==> config.mk <==
export PLATFORM = sky130hd
export DESIGN_NAME = tcdm_bank
export DESIGN_NICKNAME = d
export VERILOG_FILES = /design/src/mempool_pkg.sv /design/src/tcdm_bank.sv
export SDC_FILE = /design/constraint.sdc
export NUM_CORES = 2
export LEC_CHECK = 0
export BUFFER_PORTS_ARGS = -buffer_cell sky130_fd_sc_hd__buf_2
export CAP_MARGIN = 5
export CORE_MARGIN = 3
export CORE_UTILIZATION = 50
export CTS_BUF_LIST = sky130_fd_sc_hd__clkbuf_4 sky130_fd_sc_hd__clkbuf_8 sky130_fd_sc_hd__clkbuf_16
export CTS_CLUSTER_SIZE = 28
export DETAILED_ROUTE_END_ITERATION = 8
export PLACE_DENSITY_LB_ADDON = 0.3
export SYNTH_ARGS = -nofsm -noshare
export SYNTH_HDL_FRONTEND = slang
export SYNTH_SLANG_ARGS = --single-unit
==> constraint.sdc <==
create_clock -name clk_i -period 3.2 [get_ports clk_i]
set_input_delay 0.32 -clock clk_i [delete_from_list [all_inputs] [get_ports clk_i]]
set_output_delay 0.32 -clock clk_i [all_outputs]
set_load 0.05 [all_outputs]
==> src/mempool_pkg.sv <==
/*
 * Shared definitions for the MemPool group
 * Bank geometry, TCDM request and response structs, DMA types and states
 */
package mempool_pkg;

  // ------------------------------------------------------------------------
  // Geometry
  // ------------------------------------------------------------------------
  localparam int unsigned NumTiles      = 4;
  localparam int unsigned TileSelWidth  = 2;
  localparam int unsigned RowWidth      = 6;
  localparam int unsigned NumRows       = 2 ** RowWidth;
  // Row over tile select
  localparam int unsigned TcdmAddrWidth = RowWidth + TileSelWidth;
  localparam int unsigned DataWidth     = 32;
  localparam int unsigned BeWidth       = DataWidth / 8;
  localparam int unsigned IniWidth      = 2;
  localparam int unsigned DmaLenWidth   = 9;
  // Up to NumRows words per tile
  localparam int unsigned DmaCntWidth   = RowWidth + 1;

  // ------------------------------------------------------------------------
  // TCDM
  // ------------------------------------------------------------------------
  typedef struct packed {
    logic [TcdmAddrWidth-1:0] addr;
    logic                     write;
    logic [DataWidth-1:0]     wdata;
    logic [BeWidth-1:0]       be;
  } tcdm_req_t;

  typedef struct packed {
    logic [RowWidth-1:0]  row;
    logic [IniWidth-1:0]  ini;
    logic                 write;
    logic [DataWidth-1:0] wdata;
    logic [BeWidth-1:0]   be;
  } bank_req_t;

  typedef struct packed {
    logic [DataWidth-1:0] rdata;
    logic [IniWidth-1:0]  ini;
  } bank_resp_t;

  // ------------------------------------------------------------------------
  // DMA
  // ------------------------------------------------------------------------
  typedef struct packed {
    logic [TcdmAddrWidth-1:0] start_addr;
    logic [DmaLenWidth-1:0]   len;
    logic [DataWidth-1:0]     value;
  } dma_req_t;

  typedef struct packed {
    logic [RowWidth-1:0]    row;
    logic [DmaCntWidth-1:0] count;
    logic [DataWidth-1:0]   value;
  } dma_tile_cmd_t;

  typedef struct packed {
    logic backend_idle;
    logic trans_complete;
  } dma_meta_t;

  typedef enum logic [1:0] {
    DMA_IDLE,
    DMA_DISPATCH,
    DMA_WAIT
  } dma_state_e;

  typedef enum logic {
    ENG_IDLE,
    ENG_WRITE
  } engine_state_e;

endpackage

==> src/tcdm_bank.sv <==
/*
 * TCDM bank of one tile, byte-masked writes and synchronous read
 * Interconnect traffic has priority over DMA writes
 */
`timescale 1ns/1ns

module tcdm_bank
  import mempool_pkg::*;
(
  input  logic                 clk_i,
  // Interconnect port
  input  bank_req_t            req_i,
  input  logic                 req_valid_i,
  output bank_resp_t           resp_o,
  output logic                 resp_valid_o,
  // DMA write port
  input  logic [RowWidth-1:0]  dma_row_i,
  input  logic [DataWidth-1:0] dma_wdata_i,
  input  logic                 dma_valid_i,
  output logic                 dma_gnt_o
);

  logic [DataWidth-1:0] mem_q [NumRows];

  logic                 wr_en;
  logic [RowWidth-1:0]  wr_row;
  logic [DataWidth-1:0] wr_data;
  logic [BeWidth-1:0]   wr_be;
  logic                 rd_en;

  // DMA only gets the bank when the interconnect leaves it free
  assign dma_gnt_o = dma_valid_i && !req_valid_i;
  assign rd_en     = req_valid_i && !req_i.write;

  always_comb begin
    if (req_valid_i) begin
      wr_en   = req_i.write;
      wr_row  = req_i.row;
      wr_data = req_i.wdata;
      wr_be   = req_i.be;
    end else begin
      wr_en   = dma_valid_i;
      wr_row  = dma_row_i;
      wr_data = dma_wdata_i;
      wr_be   = '1;
    end
  end

  always_ff @(posedge clk_i) begin
    if (wr_en) begin
      for (int i = 0; i < BeWidth; i++) begin
        if (wr_be[i]) begin
          mem_q[wr_row][8*i +: 8] <= wr_data[8*i +: 8];
        end
      end
    end
  end

  // Read data and tag for the response
  always_ff @(posedge clk_i) begin
    resp_valid_o <= rd_en;
    if (rd_en) begin
      resp_o.rdata <= mem_q[req_i.row];
      resp_o.ini   <= req_i.ini;
    end
  end

endmodule

==> impl_metrics.toml <==
[timing]
holdWs_ns = 0.1414
period_minus_slack_ns = 2.255
skew_ns = 0.02918
fmax_mhz = 443.5
rsz0062_at_grt = "no"
max_slew.worst_pin.slew_ns = 1.262
setup_viol = 0
setup_tns_ns = 0
drv_slew = 0
finalHoldViolations = 0
slew_headroom_pct = 15.90
fin_crit_sh_pct = 70.46

[layout]
syn2layout_area_growth_pct = 15.87
seq_area_um2 = 62540
layout.nets = 4219
finish.utilization_pct = 58.64
layout_commonest_cell = "edfxtp_1"
multi_input_area_um2 = 16920
final_cell_mix = "edfxtp_1, mux4_2, buf_4, nor2_1, clkbuf_16"
drive_above_1_share_pct = 33.05
final_area_um2 = 93290
fill_cells = 11195

[yosys]
synth_xor_area_share_pct = 0
syn_area_um2 = 80510
synth_mux_area_share_pct = 16.73
synth_edf_count = 2082
netlist.area_leader.share_pct = 77.65
synth_flop_cell = "edfxtp_1"
synthAdderAreaFrac_pct = 0
synth_cell_types = 38
synth-simple-area-share_pct = 2.333
ys_ff_latch = 2083
synth_top_family_by_area = "multiplexers"
async_flop_share_pct = 0
synth_compound_area_share_pct = 1.916
synth.avg_cell_area_um2 = 22.11
synth.area.top_cells = "edfxtp_1, mux4_2, nor2_1, mux2i_1, o22ai_1"
synthCells = 3641
synth_warnings = 0
synth_fp_nets = 3727
yosysTopAreaCell = "edfxtp_1"
yosysSeqAreaShare_pct = 77.68

[setup_path]
rr_endpoint = "resp_o[32]"
path_class = "flop to flop"
critical_path.endpoint_type = "flop"
cp_data_arrival_time_ns = 2.83
cp.required_ns = 3.78
worst-path-max-fanout = 1
r2r_slack_ns = 0.95
r2r_start = "mem_q[16][30]"
startpoint = "mem_q[16][30]"
reg2reg_depth = 4
worstSetupStartpointType = "flop"

[grt]
grt_usage_pct = 24.52
grt_antenna_before_repair = 6
grt_max_degree = 65
overflow = 0
grt_pass1_vias = 40526
grt_pass1_wl_um = 293800

[detailed_routing]
dr.max_layer_used = "met5"
wl_met3_um = 19880
num_vias = 40121
drc = 0
viasPerCell = 6.218
drt.antenna.violating_nets = 0
wire_per_inst_um = 31.16
wl_met1_um = 78970
first_iter_violations = 5633
drt_pass1_iterations = 6
wl_met2_um = 96510
wl_um = 201100

[worst_hold_path]
holdPathStages = 3
worstHoldStart = "req_i[11]"
min_path_type = "input pin to flop"
holdPathEnd = "mem_q[62][7]"

[placement]
post_dp_cell_area_um2 = 86430
io_buffers = 121
gp_congestion = 0.8323
hpwl_um = 128100

[power_and_ir_drop]
p_leak_nw = 29.81
power.density_nw_per_um2 = 627.2
ir_drop_mv = 0.5669

[clocking]
htreeDepth = 4
path_clk_slew_ns = 0.07
clockBufferDepth = 3
cts.sinks = 2083
clockRootBuffer = "clkbuf_16"
cts_tree = "done"
clk_latency_ns = 0.84
cts_buffers = 196
cts_resized = 0

[floorplanning]
rows = 146
die_w_um = 407.3
fp.dieH_um = 407.3
dieArea_um2 = 165900
io_pins = 122
core_um2 = 159100
initial_core_util_pct = 50.60

[run]
cap_violations = 0

[outcome]
outcome = "completed"
[area by class of cell]
class / count / share of cell area, %
clock inverter: 142 / 1.807
tap: 2146 / 2.878
clock buffer: 226 / 5.517
timing repair buffer: 509 / 4.605
antenna: 3 / 0.008047
multi-input combinational: 1340 / 18.14
sequential: 2083 / 67.04
inverter: 3 / 0.01207
[worst max-delay path by stage]
stage / to / slack (ns) / cells past startpoint
after floorplan: mem_q[15][0] / 0.38 / 6
after global placement: resp_o[5] / 0.06 / 9
after detailed placement: resp_o[5] / 0.07 / 9
after CTS: resp_o[32] / 0.95 / 4
after global routing: resp_o[12] / 0.92 / 6
final: resp_o[32] / 0.95 / 4
[per-layer routing]
metal  vias to the layer above  track usage, %
li1                      16354               -
met1                     21238           35.62
met2                      2221           38.20
met3                       306           4.970
met4                         2           7.219
met5                         -               0
[cell usage after synthesis, types with 3 or more instances]
cell type / count
a2111oi_0: 3
a211o_1: 12
a211oi_1: 4
a21oi_1: 40
a31o_2: 4
a31oi_1: 7
a32oi_1: 11
buf_1: 29
buf_2: 48
buf_4: 27
buf_6: 14
clkbuf_1: 97
edfxtp_1: 2082
inv_1: 3
mux2_2: 36
mux2i_1: 90
mux4_2: 540
nand2_1: 46
nand2b_1: 10
nand3_1: 36
nor2_1: 320
nor2b_1: 6
o221ai_1: 23
o22ai_1: 115
or2_2: 4
or3_1: 6
or4b_1: 11
[worst max-delay path: stages, from the launching register on]
cell	delay (ns)
edfxtp_1	0.45
mux4_2	0.51
mux4_2	0.48
o22ai_1	0.44
nor2_1	0.12
[sequential cells by signal (all words and copies together), names as in the netlist]
register and flops:
mem_q 2048, resp_o 34, resp_valid_o 1
[report_power, final]
| part | switching, mW | leakage, nW | internal, mW |
|---|---|---|---|
| Clock | 10.3 | 3.36 | 14.1 |
| Sequential | 0.0704 | 18.7 | 30.5 |
| Combinational | 2.32 | 7.71 | 1.30 |
| Total | 12.7 | 29.8 | 45.9 |
[repair_timing]
action | CTS | global route
buffers inserted | 0 | 0
hold buffers | 2 | 0
endpoints found under the hold margin | 2 | 0
[cell families after synthesis]
family          count (synthesis)
mux                           666
buf+inv                       218
flops                        2083
compound gates                228
simple gates                  446
[per-stage QoR]
step                      std cells  power [mW]  worst slack, ns
after floorplan                3641       33.10           0.3769
after global placement         6079       34.66          0.05900
after detailed placement       6079       34.73          0.07198
after CTS                      6449       58.80           0.9542
after global routing           6449       60.11           0.9181
final                          6452       58.51           0.9453
Power figures use the tool's default switching activity.
