$ cat src/mempool_pkg.sv
/*
 * Shared definitions for the MemPool group
 * Bank geometry, TCDM request and response structs, DMA types and states
 */
package mempool_pkg;

  // ------------------------------------------------------------------------
  // Geometry
  // ------------------------------------------------------------------------
  localparam int unsigned NumTiles      = 4;
  localparam int unsigned TileSelWidth  = 2;
  localparam int unsigned RowWidth      = 6;
  localparam int unsigned NumRows       = 2 ** RowWidth;
  // Row over tile select
  localparam int unsigned TcdmAddrWidth = RowWidth + TileSelWidth;
  localparam int unsigned DataWidth     = 32;
  localparam int unsigned BeWidth       = DataWidth / 8;
  localparam int unsigned IniWidth      = 2;
  localparam int unsigned DmaLenWidth   = 9;
  // Up to NumRows words per tile
  localparam int unsigned DmaCntWidth   = RowWidth + 1;

  // ------------------------------------------------------------------------
  // TCDM
  // ------------------------------------------------------------------------
  typedef struct packed {
    logic [TcdmAddrWidth-1:0] addr;
    logic                     write;
    logic [DataWidth-1:0]     wdata;
    logic [BeWidth-1:0]       be;
  } tcdm_req_t;

  typedef struct packed {
    logic [RowWidth-1:0]  row;
    logic [IniWidth-1:0]  ini;
    logic                 write;
    logic [DataWidth-1:0] wdata;
    logic [BeWidth-1:0]   be;
  } bank_req_t;

  typedef struct packed {
    logic [DataWidth-1:0] rdata;
    logic [IniWidth-1:0]  ini;
  } bank_resp_t;

  // ------------------------------------------------------------------------
  // DMA
  // ------------------------------------------------------------------------
  typedef struct packed {
    logic [TcdmAddrWidth-1:0] start_addr;
    logic [DmaLenWidth-1:0]   len;
    logic [DataWidth-1:0]     value;
  } dma_req_t;

  typedef struct packed {
    logic [RowWidth-1:0]    row;
    logic [DmaCntWidth-1:0] count;
    logic [DataWidth-1:0]   value;
  } dma_tile_cmd_t;

  typedef struct packed {
    logic backend_idle;
    logic trans_complete;
  } dma_meta_t;

  typedef enum logic [1:0] {
    DMA_IDLE,
    DMA_DISPATCH,
    DMA_WAIT
  } dma_state_e;

  typedef enum logic {
    ENG_IDLE,
    ENG_WRITE
  } engine_state_e;

endpackage

$ cat src/tcdm_local_xbar.sv
/*
 * Local TCDM interconnect: tile requests to word-interleaved banks,
 * round-robin arbitration per bank, read data steered back by tag
 */
`timescale 1ns/1ns

module tcdm_local_xbar
  import mempool_pkg::*;
(
  input  logic                                 clk_i,
  input  logic                                 reset_i,
  // Masters
  input  tcdm_req_t  [NumTiles-1:0]                req_i,
  input  logic       [NumTiles-1:0]                req_valid_i,
  output logic       [NumTiles-1:0]                req_ready_o,
  // Banks
  output bank_req_t  [NumTiles-1:0]                bank_req_o,
  output logic       [NumTiles-1:0]                bank_req_valid_o,
  input  bank_resp_t [NumTiles-1:0]                bank_resp_i,
  input  logic       [NumTiles-1:0]                bank_resp_valid_i,
  // Read responses
  output logic       [NumTiles-1:0][DataWidth-1:0] resp_rdata_o,
  output logic       [NumTiles-1:0]                resp_valid_o
);

  logic [NumTiles-1:0][TileSelWidth-1:0] tgt_bank;
  // Indexed [bank][master]
  logic [NumTiles-1:0][NumTiles-1:0]     bank_reqs;
  logic [NumTiles-1:0][NumTiles-1:0]     bank_gnt;

  for (genvar m = 0; m < NumTiles; m++) begin : gen_master
    assign tgt_bank[m]    = req_i[m].addr[TileSelWidth-1:0];
    assign req_ready_o[m] = bank_gnt[tgt_bank[m]][m];
  end

  // ------------------------------------------------------------------------
  // Per-bank arbitration
  // ------------------------------------------------------------------------
  for (genvar b = 0; b < NumTiles; b++) begin : gen_bank
    logic [IniWidth-1:0] winner;
    logic [IniWidth-1:0] rr_q;

    for (genvar m = 0; m < NumTiles; m++) begin : gen_req
      assign bank_reqs[b][m] = req_valid_i[m] && (tgt_bank[m] == TileSelWidth'(b));
      assign bank_gnt[b][m]  = bank_reqs[b][m] && (winner == IniWidth'(m));
    end

    // First requester at or after the pointer
    always_comb begin
      logic [IniWidth-1:0] idx;
      winner = rr_q;
      for (int i = NumTiles - 1; i >= 0; i--) begin
        idx = rr_q + IniWidth'(i);
        if (bank_reqs[b][idx]) begin
          winner = idx;
        end
      end
    end

    always_ff @(posedge clk_i) begin
      if (reset_i) begin
        rr_q <= '0;
      end else if (bank_req_valid_o[b]) begin
        rr_q <= winner + IniWidth'(1);
      end
    end

    assign bank_req_valid_o[b] = |bank_reqs[b];
    assign bank_req_o[b] = '{
      row:   req_i[winner].addr[TcdmAddrWidth-1:TileSelWidth],
      ini:   winner,
      write: req_i[winner].write,
      wdata: req_i[winner].wdata,
      be:    req_i[winner].be
    };
  end

  // ------------------------------------------------------------------------
  // Response steering
  // ------------------------------------------------------------------------
  // A master wins at most one bank per cycle, so tags never collide
  always_comb begin
    resp_valid_o = '0;
    resp_rdata_o = '0;
    for (int b = 0; b < NumTiles; b++) begin
      if (bank_resp_valid_i[b]) begin
        resp_valid_o[bank_resp_i[b].ini] = 1'b1;
        resp_rdata_o[bank_resp_i[b].ini] = bank_resp_i[b].rdata;
      end
    end
  end

endmodule

$ cat config.mk
export PLATFORM = sky130hd
export DESIGN_NAME = tcdm_local_xbar
export DESIGN_NICKNAME = d
export VERILOG_FILES = /design/src/mempool_pkg.sv /design/src/tcdm_local_xbar.sv
export SDC_FILE = /design/constraint.sdc
export NUM_CORES = 1
export LEC_CHECK = 0
export ABC_AREA = 1
export BUFFER_PORTS_ARGS = -buffer_cell sky130_fd_sc_hd__buf_2
export CORE_AREA = 2 2 251 253
export CTS_BUF_LIST = sky130_fd_sc_hd__clkbuf_4 sky130_fd_sc_hd__clkbuf_8
export DETAILED_ROUTE_END_ITERATION = 6
export DIE_AREA = 0 0 253 255
export MAX_ROUTING_LAYER = met4
export SLEW_MARGIN = 20
export SYNTH_ARGS = -nofsm -noshare
export SYNTH_HDL_FRONTEND = slang
export SYNTH_SLANG_ARGS = --single-unit
export TNS_END_PERCENT = 5
$ cat constraint.sdc
create_clock -name clk_i -period 2.1 [get_ports clk_i]
set_input_delay 0.105 -clock clk_i [delete_from_list [all_inputs] [get_ports clk_i]]
set_output_delay 0.105 -clock clk_i [all_outputs]
set_load 0.005 [all_outputs]
==> out/metrics.cfg <==
[status]
status = finished with violations
failed_checks = negative setup slack

[synth]
synth_area_leaders = nand2_1 (40%), nand3_1 (19%), a21oi_1 (7.3%)
synth_top_cell_by_area = nand2_1
synthArstFlopShare_pct = 0
ys_warn_count = 0
ys_ff_latch = 8
synth_top_area_share_pct = 40.3
syn_inst = 2590
synth_edf_count = 0
synthDistinctLibCells = 34
synth_area_um2 = 11500
ys.flop_type = dfxtp_1
yosysSeqAreaShare_pct = 1.39
syn_nets = 2916
syn_area_per_cell_um2 = 4.45

[clock_tree]
cts_buffer_depth = 2
cts-root-buf = clkbuf_8
htree_levels = 1
clk_pin_slew_ns = 0.05
clock_sinks = 8
numCtsBuffers = 3
cts_tree = done
clk-insertion-delay-late_ns = 0.24

[sta]
hold_slack_ns = 0.256
fmax_ghz = 0.418
rsz0062_at_grt = true
tightest_slew_ns = 0.632
max-slew-margin-rel_pct = 57.5
final-hold-violation-count = 0
timing.setup.tns_ns = -34.89
setup_ws_ns = -0.291
period_needed_ns = 2.39
finalCritPeriodShare_pct = 114
setup_viol = 178
drv_slew = 0
clock_skew_ns = 0.000141

[floorplan]
ios = 646
die_x_um = 253
dieArea_um2 = 64500
start_util_pct = 18.5
num_rows = 92
core_um2 = 62200
die_y_um = 255

[setup_path]
cpMaxStageDelayCell = dfxtp_4
crit_path_start_kind = flip-flop
cp.buffers_inverters = 5
end_kind = output pin
max_stage_delay_ns = 0.36
cp.required_ns = 2.00
path_max_fanout = 11
crit_chain = xnor2_2 > buf_4 > nand3b_1 > nand2_1 > inv_1 > nand2_2 > nand3_2 > nand2_4 > buf_12 > buf_12 > nand2_1 > nand2_1 > nand2_1 > nand2_2 > buf_2
rr_worst_depth = 13
cp.depth = 15
cp_common_cell = nand2_1
crit_family = simple AND/OR/NAND/NOR gates
critPathArrivalTime_ns = 2.29
criticalPathCategory = flip-flop to output pin

[pwr]
vdd_drop_max_mv = 0.671
leakagePower_nw = 10.7
cellPowerDensity_nw_per_um2 = 1100

[final_layout]
layout_commonest_cell = nand2_1
drive_gt1_share_pct = 34.3
flow.area_growth_from_synthesis_pct = 67.5
fillers = 7012
utilization_pct = 31.0
finalNetCount = 3608
stdcell_area_um2 = 19300
instances_no_fill = 4109
regMostFlops = gen_bank.rr_q
top_regs = gen_bank.rr_q: 8 flops
final_cell_mix = nand2_1 (1,147), buf_2 (630), nand3_1 (350)
largest_register_ff_count = 8

[drt]
drtPass1Iterations = 7
wl_per_cell_um = 21.2
wl_um = 86900
drc_errors = 0
drt_iter0_drc = 3391
vias = 22100
ant_nets = 0
vias_per_cell = 5.38

[place]
placedCellCount = 4019
place_area_um2 = 16900
dp_hpwl_um = 61000
gp_congestion = 1.02
io_buffers = 645

[global_route]
grt_max_degree = 49
first_global_vias = 19200
grt_overflow = 0
grt_pass1_wl_um = 121000
antenna_found_initial = 28
track_usage_pct = 24.8

[flow_run]
max_cap_viol_count = 0

[min_path]
hold_path.class = input pin to flip-flop
holdPathStages = 4

[cell type report]
type	count	area (µm²)	area share, %
diodes	30	75.1	0.389
clock buffers	3	41.3	0.214
repair buffers	894	6700	34.7
multi-input cells	2177	10500	54.6
inverters	198	766	3.97
flip-flops and latches	8	181	0.940
well taps	799	1000	5.18
[tightest hold or removal path: cells and delay by family]
family	cells	cell delay (ns)
compound gates	2	0.11
buf+inv	2	0.24
[routing by layer]
metal | track usage [%] | wire (µm) | vias to the layer above
li1 | - | - | 9920
met1 | 30.7 | 32600 | 9893
met2 | 37.4 | 37100 | 1855
met3 | 6.54 | 11600 | 429
met4 | 11.7 | 5740 | 0
met5 | - | 0 | -
[Yosys cell counts (all sizes together), types with 4 or more instances]
library cell     n
a21oi          167
a221oi          33
a31oi           32
buf            102
clkbuf         106
dfxtp            8
inv            198
nand2         1242
nand3          427
nand4           50
nor2            19
nor3             8
nor4             4
o21ai          179
[cell families (layout without fill, tap and decap cells)]
family,count (synthesis),after routing,share of synthesized area (%)
flip-flops,8,8,1.39
AO/OA/AOI/OAI,419,419,19.9
other,0,30,0
XOR/XNOR,2,2,0.152
AND/OR/NAND/NOR,1755,1756,63.4
buffers and inverters,406,1095,15.2
[report_power, final]
group / internal [W] / total, W / switching, W
clock: 0.000126 / 0.000201 / 0.0000754
combinational: 0.00878 / 0.0208 / 0.0120
sequential: 0.000188 / 0.000231 / 0.0000427
total: 0.00910 / 0.0212 / 0.0121
[path summary, 6_finish.rpt]
path	to	slack, ns	start
worst max-delay path	bank_req_o[138]	-0.29	gen_bank[3].rr_q[0]$_SDFFE_PP0P_
worst min register to register	gen_bank[0].rr_q[0]$_SDFFE_PP0P_	0.59	gen_bank[0].rr_q[0]$_SDFFE_PP0P_
worst max register to register	gen_bank[0].rr_q[1]$_SDFFE_PP0P_	0.11	gen_bank[0].rr_q[0]$_SDFFE_PP0P_
worst min-delay path	gen_bank[1].rr_q[0]$_SDFFE_PP0P_	0.26	reset_i
[per-stage QoR]
step                      setup WS, ns  total power, W
final                           -0.291          0.0212
after floorplan                  0.297         0.00847
after detailed placement        -0.104          0.0165
after global placement         -0.0862          0.0165
after global routing            -0.381          0.0225
after CTS                       -0.212          0.0192
[what timing repair did]
item,CTS,global route
gates resized for setup,198,123
setup buffers,19,7
gates cloned,18,14
endpoints found under the setup margin,179,185
hold buffers,0,0
pin swaps,38,50
(Power assumes the default switching activity.)
