<file path="config.mk">
export PLATFORM = sky130hd
export DESIGN_NAME = dma_midend
export DESIGN_NICKNAME = d
export VERILOG_FILES = /design/src/mempool_pkg.sv /design/src/dma_midend.sv
export SDC_FILE = /design/constraint.sdc
export NUM_CORES = 1
export LEC_CHECK = 0
export ABC_CLOCK_PERIOD_IN_PS = 6300
export BUFFER_PORTS_ARGS = -buffer_cell sky130_fd_sc_hd__buf_2
export CAP_MARGIN = 20
export CELL_PAD_IN_SITES_DETAIL_PLACEMENT = 0
export CELL_PAD_IN_SITES_GLOBAL_PLACEMENT = 1
export CORE_ASPECT_RATIO = 1.75
export CORE_MARGIN = 2
export CORE_UTILIZATION = 37
export DETAILED_ROUTE_END_ITERATION = 16
export HOLD_SLACK_MARGIN = 0.06
export PLACE_DENSITY_LB_ADDON = 0.1
export SLEW_MARGIN = 0
export SYNTH_ARGS = -nofsm -noshare
export SYNTH_HDL_FRONTEND = slang
export SYNTH_SLANG_ARGS = --single-unit
</file>
<file path="constraint.sdc">
create_clock -name clk_i -period 6.3 [get_ports clk_i]
set_input_delay 0.315 -clock clk_i [delete_from_list [all_inputs] [get_ports clk_i]]
set_output_delay 0.315 -clock clk_i [all_outputs]
set_load 0.005 [all_outputs]
</file>
<file path="src/mempool_pkg.sv">
/*
 * Shared definitions for the MemPool group
 * Bank geometry, TCDM request and response structs, DMA types and states
 */
package mempool_pkg;

  // ------------------------------------------------------------------------
  // Geometry
  // ------------------------------------------------------------------------
  localparam int unsigned NumTiles      = 4;
  localparam int unsigned TileSelWidth  = 2;
  localparam int unsigned RowWidth      = 6;
  localparam int unsigned NumRows       = 2 ** RowWidth;
  // Row over tile select
  localparam int unsigned TcdmAddrWidth = RowWidth + TileSelWidth;
  localparam int unsigned DataWidth     = 32;
  localparam int unsigned BeWidth       = DataWidth / 8;
  localparam int unsigned IniWidth      = 2;
  localparam int unsigned DmaLenWidth   = 9;
  // Up to NumRows words per tile
  localparam int unsigned DmaCntWidth   = RowWidth + 1;

  // ------------------------------------------------------------------------
  // TCDM
  // ------------------------------------------------------------------------
  typedef struct packed {
    logic [TcdmAddrWidth-1:0] addr;
    logic                     write;
    logic [DataWidth-1:0]     wdata;
    logic [BeWidth-1:0]       be;
  } tcdm_req_t;

  typedef struct packed {
    logic [RowWidth-1:0]  row;
    logic [IniWidth-1:0]  ini;
    logic                 write;
    logic [DataWidth-1:0] wdata;
    logic [BeWidth-1:0]   be;
  } bank_req_t;

  typedef struct packed {
    logic [DataWidth-1:0] rdata;
    logic [IniWidth-1:0]  ini;
  } bank_resp_t;

  // ------------------------------------------------------------------------
  // DMA
  // ------------------------------------------------------------------------
  typedef struct packed {
    logic [TcdmAddrWidth-1:0] start_addr;
    logic [DmaLenWidth-1:0]   len;
    logic [DataWidth-1:0]     value;
  } dma_req_t;

  typedef struct packed {
    logic [RowWidth-1:0]    row;
    logic [DmaCntWidth-1:0] count;
    logic [DataWidth-1:0]   value;
  } dma_tile_cmd_t;

  typedef struct packed {
    logic backend_idle;
    logic trans_complete;
  } dma_meta_t;

  typedef enum logic [1:0] {
    DMA_IDLE,
    DMA_DISPATCH,
    DMA_WAIT
  } dma_state_e;

  typedef enum logic {
    ENG_IDLE,
    ENG_WRITE
  } engine_state_e;

endpackage

</file>
<file path="src/dma_midend.sv">
/*
 * Distributed DMA midend: one-entry request register, split of a fill
 * burst into per-tile commands and the registered DMA status
 */
`timescale 1ns/1ns

module dma_midend
  import mempool_pkg::*;
(
  input  logic                           clk_i,
  input  logic                           reset_i,
  // Burst request
  input  dma_req_t                       dma_req_i,
  input  logic                           dma_req_valid_i,
  output logic                           dma_req_ready_o,
  // Tile engines
  output dma_tile_cmd_t [NumTiles-1:0]   tile_cmd_o,
  output logic          [NumTiles-1:0]   tile_start_o,
  input  logic          [NumTiles-1:0]   tile_idle_i,
  // Status
  output dma_meta_t                      dma_meta_o
);

  dma_state_e state_q;
  dma_req_t   req_q;
  logic       req_full_q;
  logic       all_idle;
  dma_meta_t  meta_d;

  assign all_idle        = &tile_idle_i;
  assign dma_req_ready_o = !req_full_q;

  // ------------------------------------------------------------------------
  // Request register
  // ------------------------------------------------------------------------
  always_ff @(posedge clk_i) begin
    if (dma_req_valid_i && dma_req_ready_o) begin
      req_q <= dma_req_i;
    end
  end

  // ------------------------------------------------------------------------
  // Burst split
  // ------------------------------------------------------------------------
  for (genvar t = 0; t < NumTiles; t++) begin : gen_split
    logic [TileSelWidth-1:0]  offset;
    logic [DmaLenWidth-1:0]   span;
    logic [TcdmAddrWidth-1:0] first_addr;
    logic [DmaCntWidth-1:0]   count;

    // Index of the first burst word that lands on this tile
    assign offset     = TileSelWidth'(t) - req_q.start_addr[TileSelWidth-1:0];
    assign span       = req_q.len - DmaLenWidth'(offset) - DmaLenWidth'(1);
    assign first_addr = req_q.start_addr + TcdmAddrWidth'(offset);
    assign count      = (req_q.len > DmaLenWidth'(offset)) ?
                        DmaCntWidth'(span >> TileSelWidth) + DmaCntWidth'(1) : '0;

    assign tile_cmd_o[t] = '{
      row:   first_addr[TcdmAddrWidth-1:TileSelWidth],
      count: count,
      value: req_q.value + DataWidth'(offset)
    };
    assign tile_start_o[t] = (state_q == DMA_DISPATCH) && (count != '0);
  end

  // ------------------------------------------------------------------------
  // Control
  // ------------------------------------------------------------------------
  always_ff @(posedge clk_i) begin
    if (reset_i) begin
      state_q    <= DMA_IDLE;
      req_full_q <= 1'b0;
    end else begin
      case (state_q)
        DMA_IDLE:     if (req_full_q) state_q <= DMA_DISPATCH;
        DMA_DISPATCH: state_q <= DMA_WAIT;
        DMA_WAIT:     if (all_idle) state_q <= DMA_IDLE;
        default:      state_q <= DMA_IDLE;
      endcase
      // Ready is low in DISPATCH, so load and release never meet
      if (dma_req_valid_i && dma_req_ready_o) begin
        req_full_q <= 1'b1;
      end else if (state_q == DMA_DISPATCH) begin
        req_full_q <= 1'b0;
      end
    end
  end

  always_comb begin
    meta_d.trans_complete = (state_q == DMA_WAIT) && all_idle;
    meta_d.backend_idle   = (state_q == DMA_IDLE) && !req_full_q && all_idle;
  end

  always_ff @(posedge clk_i) begin
    if (reset_i) begin
      dma_meta_o <= '{backend_idle: 1'b1, trans_complete: 1'b0};
    end else begin
      dma_meta_o <= meta_d;
    end
  end

endmodule

</file>
==> key figures, run 1 <==
Floorplan
  • Ports: 243
  • FP Rows: 59
  • Initial Utilization: 0.3764
  • Core footprint: 14760 um^2
  • Die height: 166.1 um
  • DIE AREA: 16060 um^2
  • Die Wd: 96.65 um

Timing
  • Fin crit share: 0.6883
  • Final min period: 4.337 ns
  • # setup viols final: 0
  • Final hold violation count: 0
  • Final Max Tran Viols: 0
  • Setup_tns: 0 ns
  • Fmax: 0.2306 GHz
  • Final Skew: 0.004277 ns
  • RSZ-0062 raised after global routing: false
  • Rel. slew slack: 0.4629
  • Min setup slack post-route: between 1.5 and 2 ns
  • Worst slew pin tran: 0.8057 ns
  • Hold WS: 0.1882 ns

Synth
  • Ranking of synthesized cells by area: edfxtp_1 (26%), xnor2_1 (13%), xor2_1 (12%)
  • Dominant cell type by area after synthesis: edfxtp_1
  • Synthesized instance count: between 600 and 700
  • YS warnings: 0
  • Post-synth EDFFs: 49
  • Mapped cell area: 5558 um^2
  • Netlist cell types: 59
  • Mapped Nets: between 700 and 800
  • Commonest register cell after synthesis: edfxtp_1
  • Number of synthesized register bits: 54
  • Synth async-reset ratio: 0
  • Post-synthesis sequential area ratio: 0.2828
  • Synth top area share: 0.2647
  • Synthesized area per cell: 8.370 um^2

CTS
  • Clock transition at path regs: 0.08 ns
  • CTS max path bufs: 2
  • Htree depth: 2
  • Post-CTS Setup Bufs: 0
  • Clk Latency, worst-skew pair: 0.30 ns
  • Post-CTS sizing: 0
  • CTS tree: yes
  • Total CTS buffers: 5
  • Root Driver: clkbuf_16
  • Sinks on Clock Net: 54
  • Hold buffers post-CTS: 0

Critical path
  • Crit-path max FO: 10
  • R2R setup slack: 4.72 ns
  • CP Data Arrival Time: ~4 ns
  • Delay-heaviest family, CP: compound AO/OA/AOI/OAI gates
  • Crit-path cells: inv_1, ha_1, ha_1, a21oi_1, inv_1, o21ai_0, nand2_1, ha_1, or2_1, and2_4, o21ai_1, o22ai_1, a311oi_2, buf_2
  • Critical path's most frequent cell: ha_1
  • Worst path bufs/invs: 3
  • Kind of critical path: flop to output port
  • Worst Path Required: 5.98 ns
  • Crit-path slowest cell: edfxtp_1
  • Worst setup SP type: flop
  • Max stage delay on crit path: 0.61 ns
  • Crit path capture type: output port

GRT
  • Pin count of the biggest net entering global routing: 45
  • Antenna violations before repair: 0
  • Global route total overflow: 0
  • Tot GR Track Use: 0.2232
  • Vias in the first global route: between 5000 and 6000
  • First-pass GRT wire length: 28390 um

Drt
  • Routed vias/inst: 5.053
  • Routed WL: 18530 um
  • Vias post-DR: 5275
  • # DRC: 0
  • Routed len/inst: 17.75 um
  • Initial DRT Pass Iterations: 4
  • ANT nets after route: 0
  • DR iter-0 viols: 163

Placed design
  • Routability cong.: 0.8952
  • Post-Place Setup Slack: 2.282 ns
  • IO buf count: 242
  • Post-DP HPWL: 15440 um

Final layout
  • Share of layout cells above drive strength 1: 0.3136
  • Area Overhead vs Synth: 23.66%
  • Final design utilization: 0.4655
  • ANT cells: 0
  • # fillers: between 1500 and 2000
  • Net count, final: 943

Power
  • Power per cell area: ~170 nW/um^2
  • Pleak: 2.974 nW
  • Final Power: about 0.0011 W
  • Maximum vdd drop: 0.1327 mV

Outcome
  • Status: finished clean

Worst hold path
  • Hold WC Path Type: primary input to flop

Flow run
  • Max_cap viols: 0
path summary, 6_finish.rpt:
check / from / endpoint / cells past startpoint
max: req_q[42]$_DFFE_PP_ / tile_start_o[2] / 14
max reg2reg: req_full_q$_SDFFE_PP0P_ / req_q[47]$_DFFE_PP_ / 2
min reg2reg: state_q[0]$_SDFFE_PP0P_ / state_q[0]$_SDFFE_PP0P_ / 1
min: dma_req_i[22] / req_q[22]$_DFFE_PP_ / 1
metrics by stage:
stage,area (um^2),std cells
6_report,6873,1044
5_1_grt,6873,1044
4_1_cts,6873,1044
3_5_place_dp,6726,1036
3_3_place_gp,6726,1036
2_1_floorplan,5558,664
cell usage after synthesis (16+ instances only):
cell type,number
clkbuf_1,18
nand2_1,74
nand3_1,30
buf_2,16
edfxtp_1,49
nor3_1,16
inv_1,16
xnor2_1,85
ha_1,23
nand4_1,17
xor2_1,79
nor2_1,92
state kept, by name, summed over array words and instances, names as in the netlist:
register    count
dma_meta_o      2
req_q          49
req_full_q      1
state_q         2
kinds of logic after synthesis:
logic type | count (synthesis) | share of synthesized area
compound gates | 50 | 0.06416
xor+xnor | 164 | 0.2584
fa+ha+maj | 27 | 0.06619
buf+inv | 70 | 0.06236
flops | 54 | 0.2828
mux | 4 | 0.007429
simple gates | 295 | 0.2587
where the power goes:
part / internal (W) / switching, W
Sequential: 0.000419 / 0.0000625
Combinational: 0.000184 / 0.000196
Clock: 0.000148 / 0.000137
per-layer routing:
layer  up-vias  wire (um)  GRT usage
met1      2449       6365     0.2153
met2       186      10570     0.4469
li1       2606          -          -
met5         -          0          0
met4         0        852     0.1145
met3        34        745    0.02904
cells in the final DEF (no fill, tap or decap), types with 7 or more instances in the layout:
cell type  Yosys  routed
a21oi_1       13      13
and3_1        11      11
buf_2         16     242
edfxtp_1      49      49
ha_1          23      23
inv_1         16      16
nand2_1       74      74
nand3_1       30      30
nand4_1       17      17
nor2_1        92      92
nor2b_1       11      10
nor3_1        16      16
o21ai_0        7       7
xnor2_1       85      85
xor2_1        79      79
final cells by class:
class / instances / area, um^2 / share of cell area
clock buffer: 5 / 125.1 / 0.01820
clock inverter: 3 / 21.27 / 0.003095
inverter: 16 / 60.06 / 0.008738
multi-input combinational: 540 / 3647 / 0.5307
sequential: 54 / 1572 / 0.2287
tap: 183 / 229.0 / 0.03332
timing repair buffer: 243 / 1219 / 0.1773
Power figures use the tool's default switching activity.
==> run 2: changes to the inputs <==
ABC_CLOCK_PERIOD_IN_PS = 3800   (was 6300)
CORE_UTILIZATION = 31   (was 37)
clock period = 3.8 ns   (was 6.3 ns; I/O delays follow)
==> run 2 against run 1 <==
Effect of this change:
- non-clock buffer count is 44 higher
- flip-flop and latch count stayed put
- critical path depth is 1 lower
- design area is 7.0% higher
- sequential power is 64% higher
- cell count is 8.8% higher
- clock skew is 0.0010 ns lower
- via count is 4.5% higher
- critical path type unchanged
- largest cell class unchanged
==> key figures, run 2 (synthesis gave the netlist of run 1 again) <==
Outcome
  • Status: finished clean

Placed design
  • Inst Count DP: 1094
  • Post-Place Setup Slack: just over 0.4 ns
  • DP Area: 6862 um^2
  • Routability cong.: slightly below 0.9
  • Post-DP HPWL: 16890 um
  • IO buf count: 242

Timing
  • Fmax: 0.2808 GHz
  • RSZ-0062 raised after global routing: false
  • Final min period: around 3.6 ns
  • Fin crit share: 0.9372
  • Worst slew pin tran: 0.7627 ns
  • Final Skew: 0.003256 ns
  • Min setup slack post-route: 0.2387 ns
  • Setup_tns: 0 ns
  • Final hold violation count: 0
  • # setup viols final: 0
  • Final Max Tran Viols: 0
  • Rel. slew slack: 0.4916

Final layout
  • ANT cells: 0
  • Most common cell after layout, fill and taps aside: buf_2
  • Share of layout cells above drive strength 1: 0.3138
  • Reg with most FFs: req_q
  • Area Overhead vs Synth: 32.33%
  • # fillers: approximately 1900
  • Finished Layout Cells: between 1000 and 1500
  • Max FFs per register: 49
  • Multi-input gate area: about 3700 um^2
  • Most frequent cells in the layout: buf_2 (242), nor2_1 (92), xnor2_1 (85)
  • Largest registers: req_q (49), dma_meta_o (2), state_q (2)
  • Net count, final: 987
  • Final design utilization: 0.4194
  • Final Cell Area: 7355 um^2
  • Storage cell area: 1572 um^2

GRT
  • First-pass GRT wire length: 31170 um
  • Global route total overflow: 0
  • Pin count of the biggest net entering global routing: 35
  • Vias in the first global route: 5731
  • Tot GR Track Use: 0.2100
  • Antenna violations before repair: 0

Power
  • Clock power share: 0.239
  • Maximum vdd drop: 0.1656 mV
  • Sw Share: 0.3445
  • Pleak: 3.157 nW
  • Combinational share of power: 0.355
  • P_int: 0.001279 W
  • Power per cell area: 265.2 nW/um^2
  • Flop pwr share: 0.406
  • Net Sw Power: about 0.00067 W

Critical path
  • Kind of critical path: flop to output port
  • Critical path's most frequent cell: ha_2
  • Max stage delay on crit path: roughly 0.47 ns
  • Delay-heaviest family, CP: adder cells
  • Worst path bufs/invs: 3
  • CP Data Arrival Time: approximately 3.4 ns
  • Worst setup SP type: flop
  • Crit path capture type: output port
  • Crit-path slowest cell: a2111o_1
  • Worst Path Required: 3.61 ns
  • Crit-path max FO: 6
  • Crit-path cells: inv_2, ha_2, inv_1, ha_1, a2111o_1, nand2_1, ha_2, nor3_1, a31oi_1, xor2_1, nand3b_1, o31a_1, buf_2

CTS
  • Sinks on Clock Net: 54
  • CTS max path bufs: 2
  • Htree depth: 2
  • Root Driver: clkbuf_16
  • Clock transition at path regs: 0.07 ns
  • Post-CTS Setup Bufs: 0
  • Clk Latency, worst-skew pair: 0.30 ns
  • CTS tree: yes
  • Total CTS buffers: 5

Drt
  • Initial DRT Pass Iterations: 4
  • Routed vias/inst: between 4 and 5
  • Vias post-DR: 5514
  • ANT nets after route: 0
  • DR iter-0 viols: 168
  • Routed WL: 20470 um
  • # DRC: 0
  • Routed len/inst: 18.02 um

Floorplan
  • Die height: about 180 um
  • Ports: 243
  • FP Rows: 64
  • Die Wd: 105.2 um
  • Core footprint: about 18000 um^2
  • Initial Utilization: 0.3169
  • DIE AREA: 19060 um^2

Worst hold path
  • Hold WC Path Type: primary input to flop

Flow run
  • Max_cap viols: 0
run 2: changes by cell type in the layout (fill, tap and decap cells not counted), moves of 2 or more:
cell	previous run	this run
inv_2	0	2
inv_1	16	14
buf_4	1	11
dlygate4sd3_1	0	34
ha_1	23	20
clkinv_1	0	2
ha_2	0	3
run 2: layout make-up:
| type | count | share of cell area |
|---|---|---|
| tap | 231 | 0.03930 |
| sequential | 54 | 0.2137 |
| clock buffer | 5 | 0.01701 |
| multi-input combinational | 540 | 0.4974 |
| timing repair buffer | 287 | 0.2222 |
| inverter | 16 | 0.008166 |
| clock inverter | 3 | 0.002212 |
run 2: power by group through the flow:
stage / combinational (W) / sequential, W / clock (W)
global placement: 0.000669 / 0.000803 / 0
finish: 0.000693 / 0.000792 / 0.000465
global route: 0.000766 / 0.000800 / 0.000492
detailed placement: 0.000671 / 0.000805 / 0
CTS: 0.000701 / 0.000792 / 0.000485
floorplan: 0.000439 / 0.000729 / 0
run 2: layer usage:
metal / GRT usage / share of wire
met1: 0.1926 / 0.34
met2: 0.4379 / 0.58
met3: 0.03355 / 0.041
met4: 0.08373 / 0.035
met5: 0 / 0
run 2: final timing paths:
kind	endpoint	slack [ns]	start	cells after the start
max	tile_start_o[0]	0.24	req_q[41]$_DFFE_PP_	13
min reg2reg	state_q[0]$_SDFFE_PP0P_	0.50	state_q[1]$_SDFFE_PP0P_	1
min	req_q[19]$_DFFE_PP_	0.06	dma_req_i[19]	1
max reg2reg	req_q[46]$_DFFE_PP_	2.09	req_full_q$_SDFFE_PP0P_	2
run 2: metrics by stage:
| stage | power [W] | hold slack (ns) |
|---|---|---|
| final | 0.001950 | 0.06433 |
| after global routing | 0.002058 | 0.06132 |
| after CTS | 0.001978 | 0.06002 |
| after detailed placement | 0.001475 | 0.3682 |
| after global placement | 0.001472 | 0.3668 |
| after floorplan | 0.001168 | 0.2591 |
run 2: timing repair:
| action | 4_1_cts | 5_1_grt |
|---|---|---|
| hold buffers | 32 | 2 |
| setup endpoints to repair | 0 | 3 |
| hold endpoints to repair | 32 | 2 |
| gates resized for setup | 0 | 6 |
