[src/mempool_pkg.sv]
/*
 * Shared definitions for the MemPool group
 * Bank geometry, TCDM request and response structs, DMA types and states
 */
package mempool_pkg;

  // ------------------------------------------------------------------------
  // Geometry
  // ------------------------------------------------------------------------
  localparam int unsigned NumTiles      = 4;
  localparam int unsigned TileSelWidth  = 2;
  localparam int unsigned RowWidth      = 6;
  localparam int unsigned NumRows       = 2 ** RowWidth;
  // Row over tile select
  localparam int unsigned TcdmAddrWidth = RowWidth + TileSelWidth;
  localparam int unsigned DataWidth     = 32;
  localparam int unsigned BeWidth       = DataWidth / 8;
  localparam int unsigned IniWidth      = 2;
  localparam int unsigned DmaLenWidth   = 9;
  // Up to NumRows words per tile
  localparam int unsigned DmaCntWidth   = RowWidth + 1;

  // ------------------------------------------------------------------------
  // TCDM
  // ------------------------------------------------------------------------
  typedef struct packed {
    logic [TcdmAddrWidth-1:0] addr;
    logic                     write;
    logic [DataWidth-1:0]     wdata;
    logic [BeWidth-1:0]       be;
  } tcdm_req_t;

  typedef struct packed {
    logic [RowWidth-1:0]  row;
    logic [IniWidth-1:0]  ini;
    logic                 write;
    logic [DataWidth-1:0] wdata;
    logic [BeWidth-1:0]   be;
  } bank_req_t;

  typedef struct packed {
    logic [DataWidth-1:0] rdata;
    logic [IniWidth-1:0]  ini;
  } bank_resp_t;

  // ------------------------------------------------------------------------
  // DMA
  // ------------------------------------------------------------------------
  typedef struct packed {
    logic [TcdmAddrWidth-1:0] start_addr;
    logic [DmaLenWidth-1:0]   len;
    logic [DataWidth-1:0]     value;
  } dma_req_t;

  typedef struct packed {
    logic [RowWidth-1:0]    row;
    logic [DmaCntWidth-1:0] count;
    logic [DataWidth-1:0]   value;
  } dma_tile_cmd_t;

  typedef struct packed {
    logic backend_idle;
    logic trans_complete;
  } dma_meta_t;

  typedef enum logic [1:0] {
    DMA_IDLE,
    DMA_DISPATCH,
    DMA_WAIT
  } dma_state_e;

  typedef enum logic {
    ENG_IDLE,
    ENG_WRITE
  } engine_state_e;

endpackage

[src/dma_tile_engine.sv]
/*
 * Per-tile DMA engine, writes its share of a fill burst into the bank
 */
`timescale 1ns/1ns

module dma_tile_engine
  import mempool_pkg::*;
(
  input  logic                 clk_i,
  input  logic                 reset_i,
  input  dma_tile_cmd_t        cmd_i,
  input  logic                 start_i,
  output logic                 idle_o,
  output logic [RowWidth-1:0]  row_o,
  output logic [DataWidth-1:0] wdata_o,
  output logic                 valid_o,
  input  logic                 gnt_i
);

  engine_state_e          state_q;
  logic [RowWidth-1:0]    row_q;
  logic [DmaCntWidth-1:0] cnt_q;
  logic [DataWidth-1:0]   value_q;

  always_ff @(posedge clk_i) begin
    if (reset_i) begin
      state_q <= ENG_IDLE;
    end else begin
      case (state_q)
        ENG_IDLE:  if (start_i) state_q <= ENG_WRITE;
        ENG_WRITE: if (gnt_i && cnt_q == DmaCntWidth'(1)) state_q <= ENG_IDLE;
        default:   state_q <= ENG_IDLE;
      endcase
    end
  end

  // Rows wrap inside the bank, values step over the other tiles
  always_ff @(posedge clk_i) begin
    if (state_q == ENG_IDLE && start_i) begin
      row_q   <= cmd_i.row;
      cnt_q   <= cmd_i.count;
      value_q <= cmd_i.value;
    end else if (state_q == ENG_WRITE && gnt_i) begin
      row_q   <= row_q + RowWidth'(1);
      cnt_q   <= cnt_q - DmaCntWidth'(1);
      value_q <= value_q + DataWidth'(NumTiles);
    end
  end

  assign idle_o  = (state_q == ENG_IDLE);
  assign valid_o = (state_q == ENG_WRITE);
  assign row_o   = row_q;
  assign wdata_o = value_q;

endmodule

[config.mk]
export PLATFORM = sky130hd
export DESIGN_NAME = dma_tile_engine
export DESIGN_NICKNAME = d
export VERILOG_FILES = /design/src/mempool_pkg.sv /design/src/dma_tile_engine.sv
export SDC_FILE = /design/constraint.sdc
export NUM_CORES = 1
export LEC_CHECK = 0
export BUFFER_PORTS_ARGS = -buffer_cell sky130_fd_sc_hd__buf_2
export CORE_MARGIN = 2
export CORE_UTILIZATION = 51
export CTS_CLUSTER_DIAMETER = 100
export DETAILED_ROUTE_END_ITERATION = 10
export HOLD_SLACK_MARGIN = 0.05
export PLACE_DENSITY = 0.81
export SETUP_SLACK_MARGIN = 0.15
export SYNTH_ARGS = -nofsm -noshare
export SYNTH_HDL_FRONTEND = slang
export SYNTH_SLANG_ARGS = --single-unit
export TNS_END_PERCENT = 100
[constraint.sdc]
create_clock -name clk_i -period 2.8 [get_ports clk_i]
set_clock_uncertainty 0.15 [all_clocks]
set_input_delay 0.14 -clock clk_i [delete_from_list [all_inputs] [get_ports clk_i]]
set_output_delay 0.14 -clock clk_i [all_outputs]
set_load 0.1 [all_outputs]
==> results of run 1 <==
==> critical path, cell delays in order, from the launching register on <==
cell and delay (ns):
edfxtp_1 0.49, nand4_2 0.22, or4b_1 0.70, or3_2 0.47
a31oi_1 0.19
==> metrics by stage <==
step                      area [µm²]  utilization (%)  std cells  setup WS, ns
final                           3690             73.2        467         0.422
after global routing            3690             73.2        467         0.307
after CTS                       3690             73.2        467         0.282
after detailed placement        3180             63.0        416         0.295
after global placement          3180             63.0        416         0.369
after floorplan                 2680                -        269        -0.120
==> registers in the layout (all words and copies together), names as in the netlist <==
| name | cells |
|---|---|
| cnt_q | 7 |
| row_o | 6 |
| valid_o | 1 |
| wdata_o | 32 |
==> report_power, final <==
| group | internal (µW) | switching, µW |
|---|---|---|
| sequential | 877 | 103 |
| clock | 178 | 229 |
| combinational | 206 | 674 |
==> kinds of logic (layout without fill, tap and decap cells) <==
| family | after synthesis | in the layout | synth area share (%) |
|---|---|---|---|
| buf+inv | 21 | 149 | 3.36 |
| xor+xnor | 21 | 21 | 6.96 |
| flops | 46 | 46 | 51.9 |
| fa+ha+maj | 4 | 4 | 1.89 |
| compound gates | 58 | 58 | 12.7 |
| simple gates | 119 | 119 | 23.2 |
==> routing by layer <==
metal  up-vias  routed length [µm]  global-route usage, %
met5         -                   0                      0
met4         0                 153                   8.55
met3        13                 349                   3.91
met2        96                3440                   41.9
met1      1158                2920                   30.1
li1       1261                   -                      -
==> layout by cell type, fill, tap and decap left out, types with 2 or more instances in the layout <==
cell type / instances
and3_1: 2
ha_1: 3
nor3_1: 2
o31ai_1: 10
a31oi_1: 16
nand4_1: 6
nand2_1: 45
xnor2_1: 12
and2_1: 2
nor2_1: 19
dlygate4sd3_1: 43
or4_4: 2
or4_1: 11
edfxtp_1: 45
nand3_1: 11
xor2_1: 9
clkbuf_1: 3
buf_2: 88
clkbuf_8: 5
inv_1: 6
o21ai_0: 30
buf_4: 2
nand4_2: 2
or3_1: 4
nor4_1: 3
==> path summary, 6_finish.rpt <==
check             startpoint     endpoint  cells past startpoint
hold / removal     cmd_i[20]  wdata_o[20]                      3
hold reg to reg      valid_o      valid_o                      2
setup / recovery  wdata_o[4]  wdata_o[19]                      4
setup reg to reg  wdata_o[4]  wdata_o[19]                      4
==> timing repair <==
| action | in CTS | in global routing |
|---|---|---|
| endpoints found under the hold margin | 43 | 0 |
| resized for setup | 0 | 1 |
| endpoints found under the setup margin | 0 | 2 |
| hold buffers | 43 | 0 |
==> area by class of cell <==
type	count	area (µm²)	share of cell area, %
flip-flops and latches	46	1380	37.2
well taps	70	87.6	2.37
repair buffers	134	906	24.5
inverters	7	30.0	0.813
clock buffers	8	80.1	2.17
multi-input cells	202	1210	32.9
==> flow_summary.json, run 1 <==
{
  "max_slew_margin_pct": 58.7,
  "first_global_vias": 2436,
  "ir_drop_mv": 0.373,
  "ys_seq_area_share_pct": 51.9,
  "num_vias": 2528,
  "highest_net_fanout_along_the_worst_path": 11,
  "power.density_cell_area_nw_per_um2": 614,
  "antenna_violations_before_repair": 0,
  "endpoint_kind": "flop",
  "design.die.area_um2": 5780,
  "routed_wl_um": 6870,
  "synthDominantAreaCellType": "edfxtp_1",
  "async_sr_flop_fraction_pct": 0,
  "postRouteAntennaNets": 0,
  "globalRouteOverflowTotal": 0,
  "floorplan.initialDensity_pct": 52.4,
  "max-clock-path-buffers": 2,
  "pin_count": 89,
  "synth_enable_flop_cells": 45,
  "drt-pass1-iter-count": 4,
  "timing.final.crit_share_pct": 84.9,
  "dieHeight_um": 76,
  "top_count_cell_post_synth": "nand2_1",
  "num-nets-final": 449,
  "synth_area_per_cell_um2": 9.83,
  "synthesis.instances": 269,
  "worst_hold_class": "in -> reg",
  "synth_area_um2": 2640,
  "fin_total_pwr_uw": 2270,
  "dominantRegCellSynth": "edfxtp_1",
  "worst_ep_required_time_ns": 2.80,
  "detail_route.iter0.violations": 184,
  "floorplan.core_area_um2": 5040,
  "detail_route.drc_violations": 0,
  "final_layout_size_suffix_gt1_share_pct": 27.2,
  "path_class": "reg -> reg",
  "cts.root.buffer_cell": "clkbuf_8",
  "result_of_the_run": "complete, no violations",
  "final_worst_path_period_need_ns": 2.38,
  "tritoncts": "yes",
  "setup.reg_to_reg.worst_slack_ns": 0.42,
  "hpwl_um": 4270,
  "synth_area_leaders": "edfxtp_1, nand2_1, o21ai_0",
  "floorplan.die.width_um": 76,
  "fmaxAchievable_ghz": 0.420,
  "pin_count_of_the_biggest_net_entering_global_routing": 44,
  "diodes": 0,
  "routed_wire_length_per_instance_um": 14.7,
  "first_pass_grt_wire_length_um": 11400,
  "finalWeightedCongestion": 0.828,
  "hold_violations": 0,
  "postSynthNetCount": 322,
  "timing_worst_slew_pin_value_ns": 0.619,
  "ys_types": 32,
  "ys_warn_count": 0,
  "synth.ff_latch_count": 46,
  "syn2layout_area_growth_pct": 39.7,
  "clkTransAtPathRegs_ns": 0.09,
  "port-buffer-count": 88,
  "timing.hold.ws_ns": 0.0532,
  "critical_path_arrival_ns": 2.38,
  "timing.final.max_slew_violations": 0,
  "grt_util_all_layers_pct": 23.9,
  "num-fill-cells": 384,
  "cts_htree_levels": 2,
  "synthDominantCellAreaShare_pct": 51.1,
  "maxCapViolCount": 0,
  "tritoncts_num_sinks": 46,
  "report.final.setup_viol": 0,
  "row_count": 26,
  "post_cts_buffers": 0,
  "unrepaired_setup_endpoints_after_global_routing": "false",
  "worst_setup_path_start_kind": "flop",
  "setup_total_negative_slack_ns": 0,
  "average_via_count_per_standard_cell": 5.41,
  "synth.top_cells.by_count": "nand2_1, edfxtp_1, o21ai_0, nor2_1, a31oi_1",
  "numCtsBuffers": 5,
  "clk-insertion-delay-late_ns": 0.30,
  "total_leakage_power_uw": 0.00141
}
Power figures use the tool's default switching activity.
==> run 2: changes to the inputs <==
--- a/config.mk
+++ b/config.mk
@@ -5,13 +5,14 @@
 export SDC_FILE = /design/constraint.sdc
 export NUM_CORES = 1
 export LEC_CHECK = 0
+export ABC_AREA = 1
 export BUFFER_PORTS_ARGS = -buffer_cell sky130_fd_sc_hd__buf_2
 export CORE_MARGIN = 2
-export CORE_UTILIZATION = 51
+export CORE_UTILIZATION = 47
 export CTS_CLUSTER_DIAMETER = 100
 export DETAILED_ROUTE_END_ITERATION = 10
 export HOLD_SLACK_MARGIN = 0.05
-export PLACE_DENSITY = 0.81
+export PLACE_DENSITY = 0.77
 export SETUP_SLACK_MARGIN = 0.15
 export SYNTH_ARGS = -nofsm -noshare
 export SYNTH_HDL_FRONTEND = slang
==> constraint.sdc (replaced) <==
create_clock -name clk_i -period 2.1 [get_ports clk_i]
set_clock_uncertainty 0.15 [all_clocks]
set_input_delay 0.105 -clock clk_i [delete_from_list [all_inputs] [get_ports clk_i]]
set_output_delay 0.105 -clock clk_i [all_outputs]
set_load 0.1 [all_outputs]
==> run 2 against run 1 <==
Worst hold slack gained 0.18 ns. Critical path depth rose by 2. Clock-buffer cell count fell by 1. Via count up 17%. Maximum frequency rose by 29%. Cell area increased by 9.1%. Non-clock buffer count rose by 6. Total power rose by 30%. Final cell count is 27% higher. Largest cell class is now multi-input gates. Highest routed layer unchanged.
==> flow_summary.json, run 2 <==
{
  "detail_route.drc_violations": 0,
  "largest_register_ffs": 32,
  "max-clock-path-buffers": 2,
  "crit_path_cell_trace": "inv_1, ha_1, nand3_1, nor4_1, nor3_1, dlygate4sd3_1",
  "critical_path_buf_inv_count": 2,
  "tritoncts_num_sinks": 46,
  "synthDominantAreaCellType": "edfxtp_1",
  "power.density_cell_area_nw_per_um2": 729,
  "num-fill-cells": 516,
  "preCtsSetupSlack_ns": 0.346,
  "timing.final.crit_share_pct": 87.9,
  "synth.top_cells.by_count": "nand2_1, edfxtp_1, nor2_1, nand3_1, inv_1",
  "average_via_count_per_standard_cell": 4.98,
  "timing.final.max_slew_violations": 0,
  "row_count": 28,
  "worst_ep_required_time_ns": 2.15,
  "async_sr_flop_fraction_pct": 0,
  "hold_buf_cts": 47,
  "synthesis.instances": 381,
  "post_cts_buffers": 0,
  "hold_violations": 0,
  "register_area_um2": 1380,
  "maxCapViolCount": 0,
  "critPathTopFamily": "buffers and inverters",
  "final_worst_path_period_need_ns": 1.85,
  "postSynthNetCount": 434,
  "final_layout_size_suffix_gt1_share_pct": 24.4,
  "fmaxAchievable_ghz": 0.542,
  "postRouteAntennaNets": 0,
  "synth_top_family_by_area": "simple AND/OR/NAND/NOR gates",
  "report.final.setup_viol": 0,
  "unrepaired_setup_endpoints_after_global_routing": "false",
  "clkTransAtPathRegs_ns": 0.09,
  "max_stage_delay_ns": 0.56,
  "synth_simple_gate_area_share_pct": 37.3,
  "design.die.area_um2": 6830,
  "final.setup.worst_slack_ns": 0.254,
  "synth.ff_latch_count": 46,
  "cts.root.buffer_cell": "clkbuf_8",
  "num_vias": 2966,
  "first_global_vias": 2717,
  "ys_seq_area_share_pct": 47.2,
  "mostFrequentLayoutCell": "nand2_1",
  "met2_wirelength_um": 3690,
  "highest_net_fanout_along_the_worst_path": 2,
  "highest_layer": "met4",
  "dominantRegCellSynth": "edfxtp_1",
  "port-buffer-count": 88,
  "floorplan.initialDensity_pct": 48.8,
  "dieHeight_um": 82.6,
  "cts_repair_resize_count": 0,
  "detail_route.iter0.violations": 268,
  "cts_htree_levels": 2,
  "ir_drop_mv": 0.404,
  "endpoint_kind": "flop",
  "grt_util_all_layers_pct": 23.5,
  "synthMuxAreaShare_pct": 0,
  "post_synth_xor_area_fraction_pct": 3.31,
  "ys_types": 26,
  "detailroute.wirelength.met3_um": 480,
  "layout_common_cells": "nand2_1, buf_2, dlygate4sd3_1",
  "max_slew_margin_pct": 66.4,
  "diodes": 0,
  "synth_area_per_cell_um2": 7.63,
  "timing_worst_slew_pin_value_ns": 0.508,
  "setup_total_negative_slack_ns": 0,
  "antenna_violations_before_repair": 0,
  "critical_path_arrival_ns": 1.89,
  "synth_enable_flop_cells": 45,
  "floorplan.die.width_um": 82.6,
  "routed_wire_length_per_instance_um": 12.7,
  "pin_count": 89,
  "synth_area_leaders": "edfxtp_1, nand2_1, nand3_1",
  "synthDominantCellAreaShare_pct": 46.5,
  "worst_setup_path_start_kind": "flop",
  "met1Wirelength_um": 3210,
  "top_count_cell_post_synth": "nand2_1",
  "finalWeightedCongestion": 0.893,
  "routed_wl_um": 7590,
  "hpwl_um": 5340,
  "crit_slowest_cell": "dlygate4sd3_1",
  "ys_warn_count": 0,
  "floorplan.core_area_um2": 5960,
  "num-nets-final": 572,
  "numCtsBuffers": 5,
  "first_pass_grt_wire_length_um": 12000,
  "synth-compound-area-share_pct": 4.86,
  "total_leakage_power_uw": 0.00182,
  "result_of_the_run": "complete, no violations",
  "syn2layout_area_growth_pct": 38.6,
  "synth_area_um2": 2910,
  "path_class": "reg -> reg",
  "clk-insertion-delay-late_ns": 0.31,
  "tritoncts": "yes",
  "drt-pass1-iter-count": 5,
  "globalRouteOverflowTotal": 0,
  "area_share_of_fa_ha_maj_cells_after_synthesis_pct": 1.72,
  "multi_input_comb_area_um2": 1400,
  "worst_hold_class": "in -> reg",
  "pin_count_of_the_biggest_net_entering_global_routing": 44
}
==> run 2: cell types whose count changed after synthesis, sizes merged, moves of 13 or more <==
cell and delta:
inv +26, nand2 +107, o21ai -13, nor2 +32
nand3 +27, or4 -13, a31oi -13
==> run 2: kinds of logic (layout without fill, tap and decap cells) <==
logic type               Yosys count  count (layout)
flip-flops                        46              46
XOR/XNOR                          11              11
adder cells (fa/ha/maj)            4               4
AO/OA/AOI/OAI                     26              26
buffers and inverters             42             181
AND/OR/NAND/NOR                  252             252
==> run 2: final cells by class <==
| class | count | area share (%) |
|---|---|---|
| Timing Repair Buffer | 140 | 23.5 |
| Clock inverter | 1 | 0.186 |
| Sequential cell | 46 | 34.1 |
| Clock buffer | 7 | 1.89 |
| Tap cell | 75 | 2.33 |
| Multi-Input combinational cell | 293 | 34.8 |
| Inverter | 33 | 3.14 |
==> run 2: per-layer routing <==
layer	track usage, %	up-vias
met2	39.6	123
li1	-	1506
met5	0	-
met3	3.37	16
met1	30.0	1321
met4	10.3	0
==> run 2: stage by stage <==
stage	instance area, µm²	hold slack [ns]	total power, µW	util [%]	cells
2_1_floorplan	2940	0.0244	2120	-	381
3_3_place_gp	3470	0.110	2310	58.3	540
3_5_place_dp	3470	0.113	2330	58.3	540
4_1_cts	4030	0.226	2950	67.6	595
5_1_grt	4030	0.280	3070	67.6	595
6_report	4030	0.229	2940	67.6	595
==> run 2: path summary, 6_finish.rpt <==
check,startpoint,endpoint,slack [ns],depth (start not counted)
min reg2reg,cnt_q[0],cnt_q[0],0.50,1
max reg2reg,cnt_q[1],valid_o,0.25,6
min,start_i,wdata_o[4],0.23,5
max,cnt_q[1],valid_o,0.25,6
==> run 2: worst reg2reg max path, cell delays in order (launching register included) <==
cell	delay, ns
edfxtp_1	0.40
inv_1	0.09
ha_1	0.14
nand3_1	0.08
nor4_1	0.23
nor3_1	0.09
dlygate4sd3_1	0.56
==> run 2: report_power, final <==
part	total (µW)	internal (µW)	switching (µW)	leakage (µW)
Combinational	1120	264	859	0.00133
Sequential	1260	1150	113	0.000451
Clock	550	236	314	0.0000385
